**src/common/addr_cmd_pkg.sv**
```systemverilog
package addr_cmd_pkg;

    // ************************************************************
    // memory side pin counts
    // ************************************************************

    localparam int MEM_ADDR_W = 14;
    localparam int MEM_BANK_W = 3;
    localparam int MEM_CS_W   = 1;
    localparam int MEM_CKE_W  = 1;
    localparam int MEM_ODT_W  = 1;

    // one full-rate slot as it appears on the memory pins
    typedef logic [MEM_ADDR_W-1:0] mem_addr_t;
    typedef logic [MEM_BANK_W-1:0] mem_bank_t;

    // half-rate words carry two slots, slot 0 sits in the lower half
    typedef logic [2*MEM_ADDR_W-1:0] afi_addr_t;
    typedef logic [2*MEM_BANK_W-1:0] afi_bank_t;

    // half-rate word of any one-bit command pin
    typedef logic [1:0] afi_ctl_t;

    // phase of the half-rate cycle as seen by the full-rate clock
    typedef enum logic [1:0]
    {
        PH_IDLE,
        PH_LOAD,
        PH_SECOND
    } hr_phase_t;

    // ************************************************************
    // pin values held from reset until the first capture
    // ************************************************************

    localparam mem_addr_t IDLE_ADDR = '0;
    localparam mem_bank_t IDLE_BANK = '0;

    // deselect and NOP on the command pins
    localparam logic [MEM_CS_W-1:0] IDLE_CS_N = '1;
    localparam logic IDLE_CMD_N = 1'b1;

    // memory stays powered down and in reset
    localparam logic [MEM_CKE_W-1:0] IDLE_CKE = '0;
    localparam logic [MEM_ODT_W-1:0] IDLE_ODT = '0;
    localparam logic IDLE_RESET_N = 1'b0;

endpackage
```
**src/source/addr_cmd_pads.sv**
```systemverilog
`timescale 1ns/1ns

module addr_cmd_pads #(
    parameter int NUM_MEM_CK = 1
) (
    input  logic                                pll_mem_clk,
    input  logic                                rst_n,
    input  logic [NUM_MEM_CK-1:0]               enable_mem_clk,
    input  addr_cmd_pkg::afi_addr_t             afi_address,
    input  addr_cmd_pkg::afi_bank_t             afi_bank,
    input  addr_cmd_pkg::afi_ctl_t              afi_cs_n,
    input  addr_cmd_pkg::afi_ctl_t              afi_cke,
    input  addr_cmd_pkg::afi_ctl_t              afi_odt,
    input  addr_cmd_pkg::afi_ctl_t              afi_ras_n,
    input  addr_cmd_pkg::afi_ctl_t              afi_cas_n,
    input  addr_cmd_pkg::afi_ctl_t              afi_we_n,
    input  addr_cmd_pkg::afi_ctl_t              afi_reset_n,
    output logic                                hr_load,
    output addr_cmd_pkg::mem_addr_t             mem_address,
    output addr_cmd_pkg::mem_bank_t             mem_bank,
    output logic [addr_cmd_pkg::MEM_CS_W-1:0]   mem_cs_n,
    output logic [addr_cmd_pkg::MEM_CKE_W-1:0]  mem_cke,
    output logic [addr_cmd_pkg::MEM_ODT_W-1:0]  mem_odt,
    output logic                                mem_ras_n,
    output logic                                mem_cas_n,
    output logic                                mem_we_n,
    output logic                                mem_reset_n,
    output logic                                cmd_oe,
    output logic [NUM_MEM_CK-1:0]               mem_ck_en
);

    // second half-rate phase, slot 1 goes to the pins
    logic slot_sel;

    // ************************************************************
    // phase generation and enables
    // ************************************************************

    pad_sequencer #(
        .NUM_MEM_CK (NUM_MEM_CK)
    ) pad_sequencer_i (
        .pll_mem_clk    (pll_mem_clk),
        .rst_n          (rst_n),
        .enable_mem_clk (enable_mem_clk),
        .hr_load        (hr_load),
        .slot_sel       (slot_sel),
        .mem_ck_en      (mem_ck_en),
        .cmd_oe         (cmd_oe)
    );

    // ************************************************************
    // half-rate to full-rate lanes
    // ************************************************************

    // the source presents a fresh word at every hr_load, there is no stall
    cmd_pad_bank cmd_pad_bank_i (
        .pll_mem_clk (pll_mem_clk),
        .rst_n       (rst_n),
        .hr_load     (hr_load),
        .slot_sel    (slot_sel),
        .afi_address (afi_address),
        .afi_bank    (afi_bank),
        .afi_cs_n    (afi_cs_n),
        .afi_cke     (afi_cke),
        .afi_odt     (afi_odt),
        .afi_ras_n   (afi_ras_n),
        .afi_cas_n   (afi_cas_n),
        .afi_we_n    (afi_we_n),
        .afi_reset_n (afi_reset_n),
        .mem_address (mem_address),
        .mem_bank    (mem_bank),
        .mem_cs_n    (mem_cs_n),
        .mem_cke     (mem_cke),
        .mem_odt     (mem_odt),
        .mem_ras_n   (mem_ras_n),
        .mem_cas_n   (mem_cas_n),
        .mem_we_n    (mem_we_n),
        .mem_reset_n (mem_reset_n)
    );

endmodule

```
**src/cmd_path/cmd_pad_bank.sv**
```systemverilog
`timescale 1ns/1ns

module cmd_pad_bank (
    input  logic                                pll_mem_clk,
    input  logic                                rst_n,
    input  logic                                hr_load,
    input  logic                                slot_sel,
    input  addr_cmd_pkg::afi_addr_t             afi_address,
    input  addr_cmd_pkg::afi_bank_t             afi_bank,
    input  addr_cmd_pkg::afi_ctl_t              afi_cs_n,
    input  addr_cmd_pkg::afi_ctl_t              afi_cke,
    input  addr_cmd_pkg::afi_ctl_t              afi_odt,
    input  addr_cmd_pkg::afi_ctl_t              afi_ras_n,
    input  addr_cmd_pkg::afi_ctl_t              afi_cas_n,
    input  addr_cmd_pkg::afi_ctl_t              afi_we_n,
    input  addr_cmd_pkg::afi_ctl_t              afi_reset_n,
    output addr_cmd_pkg::mem_addr_t             mem_address,
    output addr_cmd_pkg::mem_bank_t             mem_bank,
    output logic [addr_cmd_pkg::MEM_CS_W-1:0]   mem_cs_n,
    output logic [addr_cmd_pkg::MEM_CKE_W-1:0]  mem_cke,
    output logic [addr_cmd_pkg::MEM_ODT_W-1:0]  mem_odt,
    output logic                                mem_ras_n,
    output logic                                mem_cas_n,
    output logic                                mem_we_n,
    output logic                                mem_reset_n
);
    import addr_cmd_pkg::*;

    // ************************************************************
    // address and bank lanes
    // ************************************************************

    hr_to_fr_serializer #(.WIDTH(MEM_ADDR_W), .IDLE_VALUE(IDLE_ADDR)) address_ser_i (
        .pll_mem_clk (pll_mem_clk),
        .rst_n       (rst_n),
        .load        (hr_load),
        .slot_sel    (slot_sel),
        .word        (afi_address),
        .pin         (mem_address)
    );

    hr_to_fr_serializer #(.WIDTH(MEM_BANK_W), .IDLE_VALUE(IDLE_BANK)) bank_ser_i (
        .pll_mem_clk (pll_mem_clk),
        .rst_n       (rst_n),
        .load        (hr_load),
        .slot_sel    (slot_sel),
        .word        (afi_bank),
        .pin         (mem_bank)
    );

    // ************************************************************
    // command lanes
    // ************************************************************

    hr_to_fr_serializer #(.WIDTH(MEM_CS_W), .IDLE_VALUE(IDLE_CS_N)) cs_n_ser_i (
        .pll_mem_clk (pll_mem_clk),
        .rst_n       (rst_n),
        .load        (hr_load),
        .slot_sel    (slot_sel),
        .word        (afi_cs_n),
        .pin         (mem_cs_n)
    );

    hr_to_fr_serializer #(.WIDTH(1), .IDLE_VALUE(IDLE_CMD_N)) ras_n_ser_i (
        .pll_mem_clk (pll_mem_clk),
        .rst_n       (rst_n),
        .load        (hr_load),
        .slot_sel    (slot_sel),
        .word        (afi_ras_n),
        .pin         (mem_ras_n)
    );

    hr_to_fr_serializer #(.WIDTH(1), .IDLE_VALUE(IDLE_CMD_N)) cas_n_ser_i (
        .pll_mem_clk (pll_mem_clk),
        .rst_n       (rst_n),
        .load        (hr_load),
        .slot_sel    (slot_sel),
        .word        (afi_cas_n),
        .pin         (mem_cas_n)
    );

    hr_to_fr_serializer #(.WIDTH(1), .IDLE_VALUE(IDLE_CMD_N)) we_n_ser_i (
        .pll_mem_clk (pll_mem_clk),
        .rst_n       (rst_n),
        .load        (hr_load),
        .slot_sel    (slot_sel),
        .word        (afi_we_n),
        .pin         (mem_we_n)
    );

    hr_to_fr_serializer #(.WIDTH(MEM_ODT_W), .IDLE_VALUE(IDLE_ODT)) odt_ser_i (
        .pll_mem_clk (pll_mem_clk),
        .rst_n       (rst_n),
        .load        (hr_load),
        .slot_sel    (slot_sel),
        .word        (afi_odt),
        .pin         (mem_odt)
    );

    // cke and reset_n are driven even while the memory clocks are off
    hr_to_fr_serializer #(.WIDTH(MEM_CKE_W), .IDLE_VALUE(IDLE_CKE)) cke_ser_i (
        .pll_mem_clk (pll_mem_clk),
        .rst_n       (rst_n),
        .load        (hr_load),
        .slot_sel    (slot_sel),
        .word        (afi_cke),
        .pin         (mem_cke)
    );

    hr_to_fr_serializer #(.WIDTH(1), .IDLE_VALUE(IDLE_RESET_N)) reset_n_ser_i (
        .pll_mem_clk (pll_mem_clk),
        .rst_n       (rst_n),
        .load        (hr_load),
        .slot_sel    (slot_sel),
        .word        (afi_reset_n),
        .pin         (mem_reset_n)
    );

endmodule

```
**src/cmd_path/hr_to_fr_serializer.sv**
```systemverilog
`timescale 1ns/1ns

module hr_to_fr_serializer #(
    parameter int               WIDTH      = 1,
    parameter logic [WIDTH-1:0] IDLE_VALUE = '0
) (
    input  logic               pll_mem_clk,
    input  logic               rst_n,
    input  logic               load,
    input  logic               slot_sel,
    input  logic [2*WIDTH-1:0] word,
    output logic [WIDTH-1:0]   pin
);

    logic [WIDTH-1:0] slot0;
    logic [WIDTH-1:0] slot1;
    logic [WIDTH-1:0] slot1_hold;

    // slot 0 is the lower half of the half-rate word and leaves first
    assign slot0 = word[WIDTH-1:0];
    assign slot1 = word[2*WIDTH-1:WIDTH];

    // upper half waits one full-rate cycle for its turn on the pin
    always_ff @(posedge pll_mem_clk)
    begin
        if (load)
        begin
            slot1_hold <= slot1;
        end
    end

    // ************************************************************
    // full-rate pin register
    // ************************************************************

    // load and slot_sel never overlap, the phase machine keeps them apart
    // and the pin holds its value when neither is set
    always_ff @(posedge pll_mem_clk or negedge rst_n)
    begin
        if (!rst_n)
        begin
            pin <= IDLE_VALUE;
        end
        else if (load)
        begin
            pin <= slot0;
        end
        else if (slot_sel)
        begin
            pin <= slot1_hold;
        end
    end

endmodule

```
**src/source/pad_sequencer.sv**
```systemverilog
`timescale 1ns/1ns

module pad_sequencer #(
    parameter int NUM_MEM_CK = 1
) (
    input  logic                  pll_mem_clk,
    input  logic                  rst_n,
    input  logic [NUM_MEM_CK-1:0] enable_mem_clk,
    output logic                  hr_load,
    output logic                  slot_sel,
    output logic [NUM_MEM_CK-1:0] mem_ck_en,
    output logic                  cmd_oe
);
    import addr_cmd_pkg::*;

    logic [1:0] rst_sync;
    hr_phase_t  phase;
    hr_phase_t  phase_next;

    // ************************************************************
    // reset release and half-rate phase
    // ************************************************************

    // reset release goes through two flops before the phase machine starts
    always_ff @(posedge pll_mem_clk or negedge rst_n)
    begin
        if (!rst_n)
        begin
            rst_sync <= 2'b00;
        end
        else
        begin
            rst_sync <= {rst_sync[0], 1'b1};
        end
    end

    // the first load phase follows the synchronised release, after that
    // the machine never returns to idle while reset stays high
    always_comb
    begin
        phase_next = phase;
        case (phase)
            PH_IDLE:   if (rst_sync[1]) phase_next = PH_LOAD;
            PH_LOAD:   phase_next = PH_SECOND;
            PH_SECOND: phase_next = PH_LOAD;
            default:   phase_next = PH_IDLE;
        endcase
    end

    always_ff @(posedge pll_mem_clk or negedge rst_n)
    begin
        if (!rst_n)
        begin
            phase <= PH_IDLE;
        end
        else
        begin
            phase <= phase_next;
        end
    end

    // slot 0 is loaded with the word, slot 1 goes out in the second phase
    assign hr_load  = (phase == PH_LOAD);
    assign slot_sel = (phase == PH_SECOND);

    // ************************************************************
    // memory clock enables and the command output enable
    // ************************************************************

    always_ff @(posedge pll_mem_clk or negedge rst_n)
    begin
        if (!rst_n)
        begin
            mem_ck_en <= '0;
            cmd_oe    <= 1'b0;
        end
        else
        begin
            mem_ck_en <= enable_mem_clk;
            // address and command drive as long as any memory clock runs
            cmd_oe    <= |enable_mem_clk;
        end
    end

endmodule

```
**config.mk**
```make
export PLATFORM = sky130hd
export DESIGN_NAME = addr_cmd_pads
export DESIGN_NICKNAME = d
export VERILOG_FILES = /design/src/common/addr_cmd_pkg.sv /design/src/source/addr_cmd_pads.sv /design/src/cmd_path/cmd_pad_bank.sv /design/src/cmd_path/hr_to_fr_serializer.sv /design/src/source/pad_sequencer.sv
export SDC_FILE = /design/constraint.sdc
export NUM_CORES = 1
export LEC_CHECK = 0
export ABC_AREA = 0
export BUFFER_PORTS_ARGS = -buffer_cell sky130_fd_sc_hd__buf_4
export CELL_PAD_IN_SITES_DETAIL_PLACEMENT = 0
export CELL_PAD_IN_SITES_GLOBAL_PLACEMENT = 2
export CORE_MARGIN = 2
export CORE_UTILIZATION = 30
export DETAILED_ROUTE_END_ITERATION = 12
export PLACE_DENSITY_LB_ADDON = 0.12
export SYNTH_ARGS = -nofsm -noshare
export SYNTH_HDL_FRONTEND = slang
export SYNTH_SLANG_ARGS = --single-unit
```
**constraint.sdc**
```tcl
create_clock -name pll_mem_clk -period 1.7 [get_ports pll_mem_clk]
set_input_delay 0.17 -clock pll_mem_clk [delete_from_list [all_inputs] [get_ports pll_mem_clk]]
set_output_delay 0.17 -clock pll_mem_clk [all_outputs]
set_load 0.02 [all_outputs]
```
==> metrics.cfg <==
[critical_path]
critical_path.top_delay_family = buffers and inverters
arrival_ps = 1430
slowest_delay_ps = 430
r2r-start = pad_sequencer_i.phase[0]
cp-startpoint = pad_sequencer_i.phase[1]
crit_chain = inv_1, ha_2, buf_12, buf_4
crit_fanout = 19
path_buf_inv = 3
start_kind = register
r2r_slack_ps = 230
critPathCaptureType = output port
crit_type = register to output port
critPathRequiredTime_ps = 1530
slowest_stage = dfrtp_1

[yosys]
synth.cell_area_sq_um = 2090
synth_cells = 146
synth.distinct_cells = 17
synth_nets = 202
synth_seq_cells = 53
yosysWarnings = 0
syn_area_per_cell_sq_um = 14.3
ys_seq_area_share_pct = 69.4

[placement]
placed_cell_area_sq_um = 2750
gp_congestion = 0.688
dp_slack_ps = 248
io_buffers = 77
dp_hpwl_mm = 3.17

[clocking]
root_buffer = clkbuf_8
ctsResizeCount = 0
worstSkewPairLatency_ps = 290
cts-buffers-inserted = 5
hold_buffers = 2
cts_tree = built
clkSlewWorstSetupHoldPaths_ps = 90
post_cts_buffers = 0
htree_levels = 2
cts_buffer_depth = 2
clock-sinks = 53

[timing]
setup-tns-final_ps = 0
rsz0062_at_grt = false
final-setup-viol-count = 0
min_period_ps = 1600
fin_crit_sh_pct = 93.9
slew_viol_final = 0
hold_violations = 0
fmax_mhz = 626
finalClockSkew_ps = 2.47
timing.hold.ws_ps = 44.6
fin_ws_ps = 104

[power_and_ir_drop]
total_power_uw = 5300
p_leak_uw = 0.00123
peakVddDrop_mv = 0.757
pwr_density_cell_nw_per_um2 = 1860

[routing]
antenna_left = 0
drcViolationCount = 0
drtPass1Iterations = 4
vias_per_cell = 4.39
drtIter0Drc = 49
wl_per_cell_um = 14.3
wl_mm = 4.43
vias = 1362

[floorplan]
die_w_um = 87.5
core_sq_um = 6760
num_io_pins = 78
start_util_pct = 30.9
die_h_um = 87.5
die_area_sq_um = 7650
rows = 30

[layout]
drive_gt1_share_pct = 41.3
num_antenna_cells = 0
nets = 285
area_growth_syn_to_layout_pct = 36.4
finish.instance_area_sq_um = 2850
layout_common_cells = 82 x buf_4, 25 x mux2i_1, 25 x dfrtp_1
n_fill_cell = 661
final_common_cell = buf_4

[global_route]
gr-total-overflow = 0
grt_use_total_pct = 12.1
grt_first_pass_wirelength_mm = 6.96
antenna_found_initial = 0
grt_max_degree = 35
grt_pass1_vias = 1445

[min_path]
hp-class = primary input to register
min_from = afi_address[21]

[job]
cap_violations = 0

[outcome]
status = completed

## registers in the layout, summed over array words and instances (netlist names)
register and flops:
pad_sequencer_i.phase 2, cmd_pad_bank_i.bank_ser_i.slot1_hold 3, pad_sequencer_i.mem_ck_en 1, cmd_pad_bank_i.cke_ser_i.pin 1, cmd_pad_bank_i.odt_ser_i.slot1_hold 1, cmd_pad_bank_i.cas_n_ser_i.pin 1, cmd_pad_bank_i.cs_n_ser_i.pin 1, cmd_pad_bank_i.odt_ser_i.pin 1
cmd_pad_bank_i.reset_n_ser_i.pin 1, cmd_pad_bank_i.bank_ser_i.pin 3, cmd_pad_bank_i.we_n_ser_i.slot1_hold 1, pad_sequencer_i.rst_sync 2, cmd_pad_bank_i.reset_n_ser_i.slot1_hold 1, cmd_pad_bank_i.cs_n_ser_i.slot1_hold 1, cmd_pad_bank_i.cas_n_ser_i.slot1_hold 1, cmd_pad_bank_i.address_ser_i.slot1_hold 14
cmd_pad_bank_i.cke_ser_i.slot1_hold 1, cmd_pad_bank_i.ras_n_ser_i.pin 1, cmd_pad_bank_i.ras_n_ser_i.slot1_hold 1, cmd_pad_bank_i.we_n_ser_i.pin 1, cmd_pad_bank_i.address_ser_i.pin 14
## cell type report
class                   instances  area, sq um  share of cell area, %
flip-flops and latches         53         1450                   50.9
repair buffers                 85          656                   23.0
multi-input cells              82          553                   19.4
well taps                      80          100                   3.51
clock buffers                   7         76.3                   2.68
clock inverters                 1         7.51                  0.263
inverters                       2         7.51                  0.263
## report_power, final
group	internal (uW)	switching, uW	total (uW)
registers	1930	221	2150
clock network	292	377	669
logic	1060	1430	2480
total	3280	2030	5300
## metal layers
layer  part of all wire (%)  wire, um  GRT usage (%)
met5                      0         0              0
met4                   0.56        25           3.36
met3                    6.6       292           4.08
met2                     53      2350           21.3
met1                     40      1770           14.0
## logic make-up (layout without fill, tap and decap cells)
| group | Yosys count | in the layout | synth area share (%) |
|---|---|---|---|
| flops | 53 | 53 | 69.4 |
| mux | 26 | 26 | 12.5 |
| compound gates | 25 | 25 | 6.04 |
| simple gates | 25 | 25 | 4.61 |
| buf+inv | 11 | 95 | 4.25 |
| fa+ha+maj | 5 | 5 | 2.99 |
| other cells | 1 | 1 | 0.179 |
## cells in the mapped netlist, drive strengths merged
cell type	n	area, sq um
ha	5	62.6
dfrtp	25	626
clkbuf	2	7.51
nor2	24	90.1
nand2b	1	6.26
o22ai	1	6.26
buf	7	73.8
conb	1	3.75
mux2	1	11.3
edfxtp	24	721
dfstp	4	105
mux2i	25	250
inv	2	7.51
a21oi	24	120
## metrics by stage
step                instances  utilization (%)
floorplan                 146                -
global placement          300             40.7
detailed placement        300             40.7
CTS                       310             42.2
global route              310             42.2
finish                    310             42.2
## final timing paths
check | endpoint | cells past startpoint
min | cmd_pad_bank_i.address_ser_i.slot1_hold[7] | 1
max reg2reg | cmd_pad_bank_i.address_ser_i.pin[1] | 5
min in group asynchronous | cmd_pad_bank_i.address_ser_i.pin[10] | 2
max | hr_load | 4
min reg2reg | pad_sequencer_i.rst_sync[1] | 0
max in group asynchronous | cmd_pad_bank_i.cs_n_ser_i.pin | 2
## worst reg2reg max path: cells and delay by family (launching register included)
kind	cells	cell delay, ps
flip-flops	1	420
buffers and inverters	2	430
AND/OR/NAND/NOR	1	100
AO/OA/AOI/OAI	1	140
adder cells (fa/ha/maj)	1	310
Power figures use the tool's default switching activity.
